**config.mk**
```make
export PLATFORM = sky130hd
export DESIGN_NAME = esp_uart
export DESIGN_NICKNAME = d
export VERILOG_FILES = /design/src/hdl/uart_fifo_pkg.sv /design/src/hdl/uart_line_pkg.sv /design/src/hdl/esp_uart.sv /design/src/hdl/uart_tx.sv /design/src/hdl/uart_rx_fifo.sv /design/src/hdl/uart_rx.sv
export VERILOG_INCLUDE_DIRS = /design/src /design/src/hdl
export SDC_FILE = /design/constraint.sdc
export NUM_CORES = 1
export LEC_CHECK = 0
export CORE_ASPECT_RATIO = 0.8
export CORE_MARGIN = 4
export CORE_UTILIZATION = 61
export CTS_CLUSTER_DIAMETER = 100
export DETAILED_ROUTE_END_ITERATION = 8
export DONT_BUFFER_PORTS = 1
export PLACE_DENSITY = 0.77
export SYNTH_ARGS = -nofsm -noshare
export SYNTH_HDL_FRONTEND = slang
export SYNTH_SLANG_ARGS = --single-unit
```
**constraint.sdc**
```tcl
create_clock -name clk -period 3.6 [get_ports clk]
set_clock_uncertainty 0.1 [all_clocks]
set_input_delay 0.54 -clock clk [delete_from_list [all_inputs] [get_ports clk]]
set_output_delay 0.54 -clock clk [all_outputs]
set_load 0.01 [all_outputs]
```
**src/hdl/uart_settings.svh**
```systemverilog
// UART build constants; UART_CLK_PER_BIT must be at least 4 and the FIFO depth a power of two
`ifndef UART_SETTINGS_SVH
`define UART_SETTINGS_SVH

// ~~~~~~~~~~~~~~~~~~~~~~~~~~~~~~~~~~~~~~~~~~~~~~~~~~
// Serial line timing
// ~~~~~~~~~~~~~~~~~~~~~~~~~~~~~~~~~~~~~~~~~~~~~~~~~~

// Clock cycles per serial bit, kept small so simulation stays short
`define UART_CLK_PER_BIT 8

// ~~~~~~~~~~~~~~~~~~~~~~~~~~~~~~~~~~~~~~~~~~~~~~~~~~
// Receive FIFO sizing
// ~~~~~~~~~~~~~~~~~~~~~~~~~~~~~~~~~~~~~~~~~~~~~~~~~~

// Log2 of the FIFO depth, 4 gives 16 entries
`define UART_FIFO_ADDR_BITS 4

// Fill level at which RTS is raised toward the remote sender
// It should leave room for the bytes still in flight after RTS rises
`define UART_FIFO_ALMOST_FULL 12

`endif
```
**src/hdl/uart_fifo_pkg.sv**
```systemverilog
// FIFO pointer and level types; depth is 2**UART_FIFO_ADDR_BITS entries
`include "uart_settings.svh"

package uart_fifo_pkg;

    // Read and write pointers wrap naturally at the depth
    typedef logic [`UART_FIFO_ADDR_BITS-1:0] fifo_addr_t;

    // One extra bit so a full FIFO can be told from an empty one
    typedef logic [`UART_FIFO_ADDR_BITS:0] fifo_level_t;

endpackage

```
**src/hdl/uart_line_pkg.sv**
```systemverilog
// Serial line types; the baud counter width follows UART_CLK_PER_BIT, frames are 8N1 only
`include "uart_settings.svh"

package uart_line_pkg;

    // One data byte as carried on the wire
    typedef logic [7:0] uart_byte_t;

    // Counts clock cycles inside one bit time
    typedef logic [$clog2(`UART_CLK_PER_BIT)-1:0] baud_count_t;

    // Index of the data bit being shifted, LSB first
    typedef logic [2:0] bit_index_t;

    typedef enum logic [2:0] {
        tx_st_idle,
        tx_st_start,
        tx_st_data,
        tx_st_stop,
        tx_st_break
    } tx_state_t;

    // The receiver parks in wait_idle after a bad stop bit until the line recovers
    typedef enum logic [2:0] {
        rx_st_idle,
        rx_st_start,
        rx_st_data,
        rx_st_stop,
        rx_st_wait_idle
    } rx_state_t;

endpackage

```
**src/hdl/esp_uart.sv**
```systemverilog
// UART top for the radio module link; host reads with plain strobes and must not read when empty
`timescale 1ns/1ns

module esp_uart (
    input  logic                      clk,
    input  logic                      reset,
    input  uart_line_pkg::uart_byte_t tx_data,
    input  logic                      tx_valid,
    input  logic                      tx_break,
    input  logic                      rxfifo_read,
    input  logic                      uart_rxd,
    input  logic                      uart_cts,
    output logic                      tx_busy,
    output uart_line_pkg::uart_byte_t rxfifo_data,
    output logic                      rxfifo_not_empty,
    output logic                      rxfifo_overflow,
    output logic                      rx_framing_error,
    output logic                      rx_break,
    output logic                      uart_txd,
    output logic                      uart_rts
);

    uart_line_pkg::uart_byte_t rx_data;
    logic                      rx_valid;
    logic                      rx_fe;
    logic                      rx_brk;
    logic                      rx_fe_q;
    logic                      rx_brk_q;
    uart_line_pkg::uart_byte_t rxfifo_rddata;
    logic                      rxfifo_empty;
    logic                      rxfifo_full;
    logic                      rxfifo_almost_full;

    // ~~~~~~~~~~~~~~~~~~~~~~~~~~~~~~~~~~~~~~~~~~~~~~~~~~
    // Transmit path
    // ~~~~~~~~~~~~~~~~~~~~~~~~~~~~~~~~~~~~~~~~~~~~~~~~~~

    uart_tx i_tx (
        .clk      (clk),
        .reset    (reset),
        .tx_data  (tx_data),
        .tx_valid (tx_valid),
        .tx_break (tx_break),
        .uart_cts (uart_cts),
        .tx_busy  (tx_busy),
        .uart_txd (uart_txd)
    );

    // ~~~~~~~~~~~~~~~~~~~~~~~~~~~~~~~~~~~~~~~~~~~~~~~~~~
    // Receive path
    // ~~~~~~~~~~~~~~~~~~~~~~~~~~~~~~~~~~~~~~~~~~~~~~~~~~

    uart_rx i_rx (
        .clk           (clk),
        .reset         (reset),
        .uart_rxd      (uart_rxd),
        .rx_data       (rx_data),
        .rx_valid      (rx_valid),
        .framing_error (rx_fe),
        .line_break    (rx_brk)
    );

    uart_rx_fifo i_rx_fifo (
        .clk         (clk),
        .reset       (reset),
        .wrdata      (rx_data),
        .wr_en       (rx_valid),
        .rd_en       (rxfifo_read),
        .rddata      (rxfifo_rddata),
        .empty       (rxfifo_empty),
        .full        (rxfifo_full),
        .almost_full (rxfifo_almost_full)
    );

    // Head of the FIFO is latched on each read strobe
    always_ff @(posedge clk) begin
        if (rxfifo_read) begin
            rxfifo_data <= rxfifo_rddata;
        end
    end

    // Error levels from the receiver become single-cycle pulses
    always_ff @(posedge clk) begin
        if (reset) begin
            rx_fe_q  <= 1'b0;
            rx_brk_q <= 1'b0;
        end else begin
            rx_fe_q  <= rx_fe;
            rx_brk_q <= rx_brk;
        end
    end

    assign rx_framing_error = rx_fe && !rx_fe_q;
    assign rx_break         = rx_brk && !rx_brk_q;
    assign rxfifo_not_empty = !rxfifo_empty;
    // The byte arriving on a full FIFO is lost
    assign rxfifo_overflow  = rx_valid && rxfifo_full;
    assign uart_rts         = rxfifo_almost_full;

endmodule

```
**src/hdl/uart_tx.sv**
```systemverilog
// UART transmitter for 8N1 frames; CTS is assumed already synchronous to clk, no parity
`timescale 1ns/1ns
`include "uart_settings.svh"

module uart_tx (
    input  logic                      clk,
    input  logic                      reset,
    input  uart_line_pkg::uart_byte_t tx_data,
    input  logic                      tx_valid,
    input  logic                      tx_break,
    input  logic                      uart_cts,
    output logic                      tx_busy,
    output logic                      uart_txd
);

    localparam uart_line_pkg::baud_count_t bit_last =
        uart_line_pkg::baud_count_t'(`UART_CLK_PER_BIT - 1);

    uart_line_pkg::tx_state_t   state;
    uart_line_pkg::baud_count_t baud_cnt;
    uart_line_pkg::bit_index_t  bit_idx;
    uart_line_pkg::uart_byte_t  shift_reg;
    logic                       pending;
    logic                       accept;
    logic                       bit_end;
    logic                       in_frame;

    // A byte is taken only from a fully idle transmitter
    assign accept   = (state == uart_line_pkg::tx_st_idle) && !pending && !tx_break && tx_valid;
    assign bit_end  = (baud_cnt == bit_last);
    assign in_frame = (state == uart_line_pkg::tx_st_start) ||
                      (state == uart_line_pkg::tx_st_data) ||
                      (state == uart_line_pkg::tx_st_stop);

    always_ff @(posedge clk) begin
        if (reset) begin
            state    <= uart_line_pkg::tx_st_idle;
            baud_cnt <= '0;
            bit_idx  <= '0;
            pending  <= 1'b0;
        end else begin
            baud_cnt <= (in_frame && !bit_end) ? baud_cnt + 1'b1 : '0;
            case (state)
                uart_line_pkg::tx_st_idle: begin
                    if (tx_break) begin
                        state <= uart_line_pkg::tx_st_break;
                    end else if (pending || accept) begin
                        // Hold the byte while the radio module asserts CTS
                        pending <= uart_cts;
                        if (!uart_cts) begin
                            state <= uart_line_pkg::tx_st_start;
                        end
                    end
                end
                uart_line_pkg::tx_st_start: begin
                    if (bit_end) begin
                        bit_idx <= '0;
                        state   <= uart_line_pkg::tx_st_data;
                    end
                end
                uart_line_pkg::tx_st_data: begin
                    if (bit_end) begin
                        bit_idx <= bit_idx + 1'b1;
                        if (bit_idx == uart_line_pkg::bit_index_t'(7)) begin
                            state <= uart_line_pkg::tx_st_stop;
                        end
                    end
                end
                uart_line_pkg::tx_st_stop: begin
                    if (bit_end) begin
                        state <= uart_line_pkg::tx_st_idle;
                    end
                end
                default: begin
                    if (!tx_break) begin
                        state <= uart_line_pkg::tx_st_idle;
                    end
                end
            endcase
        end
    end

    // Capture on accept, then shift right at the end of each data bit
    always_ff @(posedge clk) begin
        if (accept) begin
            shift_reg <= tx_data;
        end else if (state == uart_line_pkg::tx_st_data && bit_end) begin
            shift_reg <= {1'b0, shift_reg[7:1]};
        end
    end

    always_comb begin
        case (state)
            uart_line_pkg::tx_st_start: uart_txd = 1'b0;
            uart_line_pkg::tx_st_data:  uart_txd = shift_reg[0];
            uart_line_pkg::tx_st_break: uart_txd = 1'b0;
            default:                    uart_txd = 1'b1;
        endcase
    end

    assign tx_busy = (state != uart_line_pkg::tx_st_idle) || pending;

    a_idle_high: assert property (@(posedge clk) disable iff (reset)
        (state == uart_line_pkg::tx_st_idle) |-> uart_txd);

endmodule

```
**src/hdl/uart_rx_fifo.sv**
```systemverilog
// Receive FIFO with combinational head data; writes when full and reads when empty are dropped
`timescale 1ns/1ns
`include "uart_settings.svh"

module uart_rx_fifo (
    input  logic                      clk,
    input  logic                      reset,
    input  uart_line_pkg::uart_byte_t wrdata,
    input  logic                      wr_en,
    input  logic                      rd_en,
    output uart_line_pkg::uart_byte_t rddata,
    output logic                      empty,
    output logic                      full,
    output logic                      almost_full
);

    localparam uart_fifo_pkg::fifo_level_t depth =
        uart_fifo_pkg::fifo_level_t'(1 << `UART_FIFO_ADDR_BITS);
    localparam uart_fifo_pkg::fifo_level_t af_level =
        uart_fifo_pkg::fifo_level_t'(`UART_FIFO_ALMOST_FULL);

    uart_line_pkg::uart_byte_t   mem [0:(1 << `UART_FIFO_ADDR_BITS)-1];
    uart_fifo_pkg::fifo_addr_t   wr_ptr;
    uart_fifo_pkg::fifo_addr_t   rd_ptr;
    uart_fifo_pkg::fifo_level_t  count;
    logic                        do_wr;
    logic                        do_rd;

    assign do_wr = wr_en && !full;
    assign do_rd = rd_en && !empty;

    // Storage array
    always_ff @(posedge clk) begin
        if (do_wr) begin
            mem[wr_ptr] <= wrdata;
        end
    end

    // Pointers and fill level
    always_ff @(posedge clk) begin
        if (reset) begin
            wr_ptr <= '0;
            rd_ptr <= '0;
            count  <= '0;
        end else begin
            if (do_wr) begin
                wr_ptr <= wr_ptr + 1'b1;
            end
            if (do_rd) begin
                rd_ptr <= rd_ptr + 1'b1;
            end
            // Read and write in the same cycle leave the level alone
            if (do_wr && !do_rd) begin
                count <= count + 1'b1;
            end else if (do_rd && !do_wr) begin
                count <= count - 1'b1;
            end
        end
    end

    assign rddata      = mem[rd_ptr];
    assign empty       = (count == '0);
    assign full        = (count == depth);
    assign almost_full = (count >= af_level);

    a_count_bound: assert property (@(posedge clk) disable iff (reset)
        count <= depth);

    a_empty_full: assert property (@(posedge clk) disable iff (reset)
        !(empty && full));

endmodule

```
**src/hdl/uart_rx.sv**
```systemverilog
// UART receiver for 8N1 frames; the line is asynchronous and is synchronized here, no parity
`timescale 1ns/1ns
`include "uart_settings.svh"

module uart_rx (
    input  logic                      clk,
    input  logic                      reset,
    input  logic                      uart_rxd,
    output uart_line_pkg::uart_byte_t rx_data,
    output logic                      rx_valid,
    output logic                      framing_error,
    output logic                      line_break
);

    localparam uart_line_pkg::baud_count_t bit_last =
        uart_line_pkg::baud_count_t'(`UART_CLK_PER_BIT - 1);
    localparam uart_line_pkg::baud_count_t half_last =
        uart_line_pkg::baud_count_t'(`UART_CLK_PER_BIT / 2 - 1);

    logic                       rxd_meta;
    logic                       rxd_sync;
    uart_line_pkg::rx_state_t   state;
    uart_line_pkg::baud_count_t baud_cnt;
    uart_line_pkg::bit_index_t  bit_idx;
    uart_line_pkg::uart_byte_t  shift_reg;

    // ~~~~~~~~~~~~~~~~~~~~~~~~~~~~~~~~~~~~~~~~~~~~~~~~~~
    // Line synchronizer
    // ~~~~~~~~~~~~~~~~~~~~~~~~~~~~~~~~~~~~~~~~~~~~~~~~~~

    // Idle line is high, so both stages come out of reset high
    always_ff @(posedge clk) begin
        if (reset) begin
            rxd_meta <= 1'b1;
            rxd_sync <= 1'b1;
        end else begin
            rxd_meta <= uart_rxd;
            rxd_sync <= rxd_meta;
        end
    end

    // ~~~~~~~~~~~~~~~~~~~~~~~~~~~~~~~~~~~~~~~~~~~~~~~~~~
    // Frame FSM
    // ~~~~~~~~~~~~~~~~~~~~~~~~~~~~~~~~~~~~~~~~~~~~~~~~~~

    always_ff @(posedge clk) begin
        if (reset) begin
            state         <= uart_line_pkg::rx_st_idle;
            baud_cnt      <= '0;
            bit_idx       <= '0;
            rx_valid      <= 1'b0;
            framing_error <= 1'b0;
            line_break    <= 1'b0;
        end else begin
            rx_valid <= 1'b0;
            case (state)
                uart_line_pkg::rx_st_idle: begin
                    baud_cnt <= '0;
                    // Idle is only entered with the line high, so low here is a falling edge
                    if (!rxd_sync) begin
                        state <= uart_line_pkg::rx_st_start;
                    end
                end
                uart_line_pkg::rx_st_start: begin
                    if (baud_cnt == half_last) begin
                        // Recheck at mid start bit to reject short glitches
                        baud_cnt <= '0;
                        bit_idx  <= '0;
                        state    <= rxd_sync ? uart_line_pkg::rx_st_idle
                                             : uart_line_pkg::rx_st_data;
                    end else begin
                        baud_cnt <= baud_cnt + 1'b1;
                    end
                end
                uart_line_pkg::rx_st_data: begin
                    if (baud_cnt == bit_last) begin
                        baud_cnt <= '0;
                        bit_idx  <= bit_idx + 1'b1;
                        if (bit_idx == uart_line_pkg::bit_index_t'(7)) begin
                            state <= uart_line_pkg::rx_st_stop;
                        end
                    end else begin
                        baud_cnt <= baud_cnt + 1'b1;
                    end
                end
                uart_line_pkg::rx_st_stop: begin
                    if (baud_cnt == bit_last) begin
                        baud_cnt <= '0;
                        if (rxd_sync) begin
                            rx_valid <= 1'b1;
                            state    <= uart_line_pkg::rx_st_idle;
                        end else begin
                            // A low stop bit after all-zero data is a break, not a bad byte
                            line_break    <= (shift_reg == '0);
                            framing_error <= (shift_reg != '0);
                            state         <= uart_line_pkg::rx_st_wait_idle;
                        end
                    end else begin
                        baud_cnt <= baud_cnt + 1'b1;
                    end
                end
                default: begin
                    if (rxd_sync) begin
                        framing_error <= 1'b0;
                        line_break    <= 1'b0;
                        state         <= uart_line_pkg::rx_st_idle;
                    end
                end
            endcase
        end
    end

    // Data bits arrive LSB first and are shifted in from the top
    always_ff @(posedge clk) begin
        if (state == uart_line_pkg::rx_st_data && baud_cnt == bit_last) begin
            shift_reg <= {rxd_sync, shift_reg[7:1]};
        end
    end

    assign rx_data = shift_reg;

    a_valid_not_error: assert property (@(posedge clk) disable iff (reset)
        !(rx_valid && framing_error));

    a_valid_single: assert property (@(posedge clk) disable iff (reset)
        rx_valid |=> !rx_valid);

endmodule

```
==> flow_summary.ini, run 1 <==
[outcome]
status = finished, final reports clean

[power]
p_per_area_nw_per_um2 = 570
switching_share_pct = 23.3
pwr-share-clk_pct = 35.6
switchingPower_w = 0.00114
leakage_nw = 2.87
seqPwrFrac_pct = 51.6
ir_drop_uv = 475
internal_power_w = 0.00373
combPwrFrac_pct = 12.8

[critical_path]
rrSetupSlack_ns = 0.49
arrival_ns = 3.32
r2r_end = i_rx_fifo.count[4]
timing.rr.start = i_rx_fifo.count[0]
startpoint_type = flop
reg2reg_depth = 9
end_kind = flop
crit_end = i_rx_fifo.count[4]
crit_fanout = 5
critPathRequiredTime_ns = 3.81
crit_type = flop to flop
critPathLaunch = i_rx_fifo.count[0]

[cts]
cts_max_path_buffers = 2
htree_levels = 4
postCtsHoldBufs = 0
post_cts_buffers = 0
cts_tree = yes
clkSinkCount = 191
cts-buffers-inserted = 17
root_buffer = clkbuf_16
clkTransAtPathRegs_ns = 0.06
clock_latency_ns = 0.43
post_cts_resized = 0

[finish]
area_growth_syn_to_layout_pct = 9.10
final_util_pct = 69.0
layoutNonFillerInstCount = 680
largest_reg_flops = 128
insertedDiodeCount = 0
regMostFlops = i_rx_fifo.mem
num-nets-final = 533
layout-drive-gt1-share_pct = 15.5

[synthesis]
netlist_area_um2 = 7830
yosysSeqAreaShare_pct = 68.2
synth_cell_types = 49
synthCells = 496
yosys_most_used_dff = edfxtp_1
async_flop_share_pct = 0
yosys_register_bits = 191
synth-edff-count = 152
syn_nets = 533
avgSynthCellArea_um2 = 15.8
yosys_warnings = 0

[drt]
postRouteAntennaNets = 0
remaining_drc_errors = 0
num_vias = 4186
drtPass1Iterations = 5
avgRoutedWirePerCell_um = 21.0
routed_via_density = 6.16
drt_first_iter_violations = 448
drt_wl_total_um = 14300

[floorplan]
initial_core_util_pct = 63.2
rows = 36
coreArea_um2 = 12400
die_h_um = 109
die-area_um2 = 14700
boundaryPins = 30
die_w_um = 135

[timing]
holdWs_ns = 0.0892
min_period_over_period_pct = 86.3
final-hold-violation-count = 0
finalWorstSetupSlack_ns = 0.492
setup_viol = 0
setup_tns_ns = 0
relSlewSlack_pct = 27.3
fmax_mhz = 322
fin_crit_ns = 3.11
grt_setup_unrepaired = no
tightest_slew_ns = 1.08
slew_viol_final = 0

[place]
io_buffer_count = 0
globalplace.congestion = 0.828
post-dp-hpwl_um = 9040
dp_cells = 648
detailedPlace.worstSlack_ns = 0.535

[grt]
grt_pass1_vias = 4087
grtUsageTotal_pct = 21.4
gr-total-overflow = 0
grt_start_max_net_pins = 38
antenna_found_initial = 0
grt_first_pass_wirelength_um = 23000

[min_path]
worstHoldStart = reset
worstHoldPathType = primary input to flop

[flow_run]
maxCapViolCount = 0
## final cells by class
| type | count | area, um^2 |
|---|---|---|
| clock buffers | 25 | 485 |
| fillers | 798 | 3840 |
| well taps | 171 | 214 |
| multi-input cells | 268 | 2340 |
| inverters | 12 | 45.0 |
| repair buffers | 6 | 57.6 |
| flip-flops and latches | 191 | 5350 |
| clock inverters | 7 | 61.3 |
## placed cells by master, fill, tap and decap left out, types with 2 or more instances in the layout
cell         n
edfxtp_1   152
nor2_1      44
dfxtp_1     38
mux4_2      32
nand2_1     25
ha_1        21
a21oi_1     19
a22oi_1     17
clkbuf_16   17
inv_1       12
nor2b_1     11
mux2_4       7
xor2_1       7
nand2b_1     6
mux2i_1      5
o21ai_0      5
and3_1       5
a31oi_1      5
a211oi_1     5
clkbuf_1     5
buf_4        5
nor4_1       4
nor3_1       4
nand3b_1     4
and2_1       3
or4_1        3
o211ai_1     3
a2bb2oi_1    3
nor3b_1      3
nand4_1      3
or2_2        3
clkinv_2     3
clkbuf_8     3
or3b_1       2
o31ai_1      2
mux2_2       2
xnor2_1      2
clkinv_1     2
## worst min path at each step
stage | end | slack (ns) | depth (start not counted)
finish | i_rx.baud_cnt[0] | 0.09 | 1
global route | i_rx.baud_cnt[0] | 0.05 | 1
CTS | i_rx_fifo.rd_ptr[0] | 0.06 | 1
detailed placement | i_rx.rxd_sync | 0.30 | 1
global placement | i_rx.rxd_sync | 0.30 | 1
floorplan | i_rx.rxd_sync | 0.29 | 1
## synth_stat cells, types with 2 or more instances
cell,number,area (um^2)
ha_1,21,263
or2_2,3,18.8
o31ai_1,2,15.0
a211oi_1,5,37.5
o211ai_1,3,22.5
a21oi_1,19,95.1
a31oi_1,5,31.3
nor2b_1,11,68.8
a22oi_1,17,128
edfxtp_1,152,4560
a2bb2oi_1,3,26.3
nor2_1,44,165
nand3b_1,4,30.0
mux2_4,7,105
and3_1,5,31.3
nand2_1,25,93.8
and2_1,3,18.8
or3b_1,2,17.5
buf_2,4,20.0
o21ai_0,5,25.0
mux2_2,2,22.5
inv_1,12,45.0
clkbuf_1,17,63.8
xnor2_1,2,17.5
buf_1,3,11.3
xor2_1,7,61.3
or4_1,3,22.5
nor4_1,4,25.0
mux4_2,32,721
nor3_1,4,20.0
nand2b_1,6,37.5
nand4_1,3,18.8
nor3b_1,3,22.5
mux2i_1,5,50.1
dfxtp_1,39,781
## cell families (layout without fill, tap and decap cells)
| family | Yosys count | count (layout) | synth area share, % |
|---|---|---|---|
| DFF | 191 | 191 | 68.2 |
| adders and majority gates | 22 | 22 | 3.61 |
| AOI/OAI and AO/OA | 65 | 65 | 5.51 |
| and+or+nand+nor | 126 | 126 | 8.24 |
| xor gates and xnor gates | 9 | 9 | 1.01 |
| muxes | 46 | 46 | 11.5 |
| buffers and inverters | 37 | 50 | 1.93 |
## power groups by stage
| stage | logic (W) | clock network [W] | registers [W] |
|---|---|---|---|
| after floorplan | 0.000522 | 0 | 0.00251 |
| after global placement | 0.000598 | 0 | 0.00255 |
| after detailed placement | 0.000618 | 0 | 0.00256 |
| after CTS | 0.000625 | 0.00177 | 0.00251 |
| after global routing | 0.000679 | 0.00187 | 0.00253 |
| final | 0.000624 | 0.00174 | 0.00251 |
## per-layer routing
layer  up-vias  share of wire (%)  track usage, %
met5         -                  0               0
met4         0                1.2            5.96
li1       1908                  -               -
met1      2119                 44            30.4
met3        14                7.2            6.86
met2       145                 48            32.3
## critical path, stage by stage (launching register included)
cell and delay [ns]:
dfxtp_1 0.36, or4_1 0.66, o21ai_1 0.33, ha_1 0.28, inv_1 0.13, ha_1 0.36
a21oi_1 0.18, a211oi_1 0.10, a31oi_1 0.16, mux2_2 0.34
## metrics by stage
step	total power (W)	instance area [um^2]
2_1_floorplan	0.00303	7830
3_3_place_gp	0.00315	8000
3_5_place_dp	0.00318	8000
4_1_cts	0.00490	8550
5_1_grt	0.00508	8550
6_report	0.00487	8550
Note: power is estimated with default switching activity, not from simulation.
==> inputs of run 2 (changes only) <==
--- a/config.mk
+++ b/config.mk
@@ -12,6 +12,7 @@
 export CTS_CLUSTER_DIAMETER = 100
 export DETAILED_ROUTE_END_ITERATION = 8
 export DONT_BUFFER_PORTS = 1
+export MAX_ROUTING_LAYER = met4
 export PLACE_DENSITY = 0.77
 export SYNTH_ARGS = -nofsm -noshare
 export SYNTH_HDL_FRONTEND = slang
==> flow_summary.ini, run 2 (synthesis results as in run 1) <==
[outcome]
status = finished, final reports clean

[power]
leakage_nw = 2.87
switchingPower_w = 0.00114
p_per_area_nw_per_um2 = 570
switching_share_pct = 23.4
pwr-share-clk_pct = 35.7
seqPwrFrac_pct = 51.5
combPwrFrac_pct = 12.8
internal_power_w = 0.00373
ir_drop_uv = 475

[timing]
final-hold-violation-count = 0
tightest_slew_ns = 1.07
grt_setup_unrepaired = no
slew_viol_final = 0
holdWs_ns = 0.0879
setup_tns_ns = 0
fmax_mhz = 322
min_period_over_period_pct = 86.3
fin_crit_ns = 3.11
finalWorstSetupSlack_ns = 0.494
relSlewSlack_pct = 27.8
setup_viol = 0

[flow_run]
maxCapViolCount = 0

[drt]
drtPass1Iterations = 5
num_vias = 4121
remaining_drc_errors = 0
routed_via_density = 6.06
drt_wl_total_um = 14300
avgRoutedWirePerCell_um = 21.1
drt_first_iter_violations = 447
postRouteAntennaNets = 0

[critical_path]
cpPeakStageDelay_ns = 0.66
crit_type = flop to flop
crit_path_frequent_cell = ha_1
crit_path_cell_trace = or4_1 > o21ai_1 > ha_1 > inv_1 > ha_1 > a21oi_1 > a211oi_1 > a31oi_1 > mux2_2
arrival_ns = 3.32
rrSetupSlack_ns = 0.49
crit_fanout = 5
critPathRequiredTime_ns = 3.81
end_kind = flop
cp_slowest_cell = or4_1
startpoint_type = flop

[cts]
cts-buffers-inserted = 17
clkSinkCount = 191
clkTransAtPathRegs_ns = 0.06
root_buffer = clkbuf_16
htree_levels = 4
cts_max_path_buffers = 2
postCtsHoldBufs = 0
post_cts_resized = 0
cts_tree = yes
clock_latency_ns = 0.43
post_cts_buffers = 0

[floorplan]
initial_core_util_pct = 63.2
die_h_um = 109
boundaryPins = 30
die_w_um = 135
rows = 36
die-area_um2 = 14700
coreArea_um2 = 12400

[finish]
layoutNonFillerInstCount = 680
largest_reg_flops = 128
most-common-layout-cells = 152 x edfxtp_1, 44 x nor2_1, 38 x dfxtp_1
postLayoutCellArea_um2 = 8550
layout_commonest_cell = edfxtp_1
layout-drive-gt1-share_pct = 15.5
insertedDiodeCount = 0
num-nets-final = 533
regMostFlops = i_rx_fifo.mem
area_growth_syn_to_layout_pct = 9.10

[grt]
antenna_found_initial = 0
grt_first_pass_wirelength_um = 23000
grtUsageTotal_pct = 22.0
gr-total-overflow = 0
grt_start_max_net_pins = 38
grt_pass1_vias = 4084

[min_path]
worstHoldPathType = primary input to flop

[place]
post-dp-hpwl_um = 9040
detailedPlace.worstSlack_ns = 0.535
globalplace.congestion = 0.840
io_buffer_count = 0
dp_cells = 648
dpl_cell_area_um2 = 8000
[run 2: worst paths after layout]
kind / end / depth (start not counted) / start
hold reg to reg: i_rx.rxd_sync / 1 / i_rx.rxd_meta
setup / recovery: i_rx_fifo.count[4] / 9 / i_rx_fifo.count[0]
setup reg to reg: i_rx_fifo.count[4] / 9 / i_rx_fifo.count[0]
hold / removal: i_rx.baud_cnt[0] / 1 / reset
[run 2: area by class of cell]
| class | instances | area [um^2] |
|---|---|---|
| Fill cell | 798 | 3840 |
| Inverter | 12 | 45.0 |
| Timing Repair Buffer | 6 | 57.6 |
| Clock inverter | 7 | 61.3 |
| Multi-Input combinational cell | 268 | 2340 |
| Clock buffer | 25 | 485 |
| Tap cell | 171 | 214 |
| Sequential cell | 191 | 5350 |
[run 2: layer usage]
layer / routed length [um] / vias up / track usage [%]
li1: - / 1905 / -
met1: 6560 / 2084 / 30.4
met2: 6720 / 116 / 32.2
met3: 863 / 16 / 6.77
met4: 190 / 0 / 6.18
met5: 0 / - / -
[run 2: critical path, delay by kind of cell, from the launching register on]
family	cells	cell delay (ns)
adders and majority gates	2	0.64
muxes	1	0.35
DFF	1	0.36
AOI/OAI and AO/OA	4	0.77
and+or+nand+nor	1	0.66
buffers and inverters	1	0.12
[run 2: power groups by stage]
stage | sequential (W) | clock (W) | combinational (W)
after floorplan | 0.00251 | 0 | 0.000522
after global placement | 0.00255 | 0 | 0.000598
after detailed placement | 0.00256 | 0 | 0.000618
after CTS | 0.00251 | 0.00177 | 0.000625
after global routing | 0.00253 | 0.00187 | 0.000680
final | 0.00251 | 0.00174 | 0.000625
[run 2: per-stage QoR]
step / total power (W) / utilization, %
final: 0.00488 / 69.0
after detailed placement: 0.00318 / 64.6
after floorplan: 0.00303 / -
after global routing: 0.00508 / 69.0
after CTS: 0.00490 / 69.0
after global placement: 0.00315 / 64.6
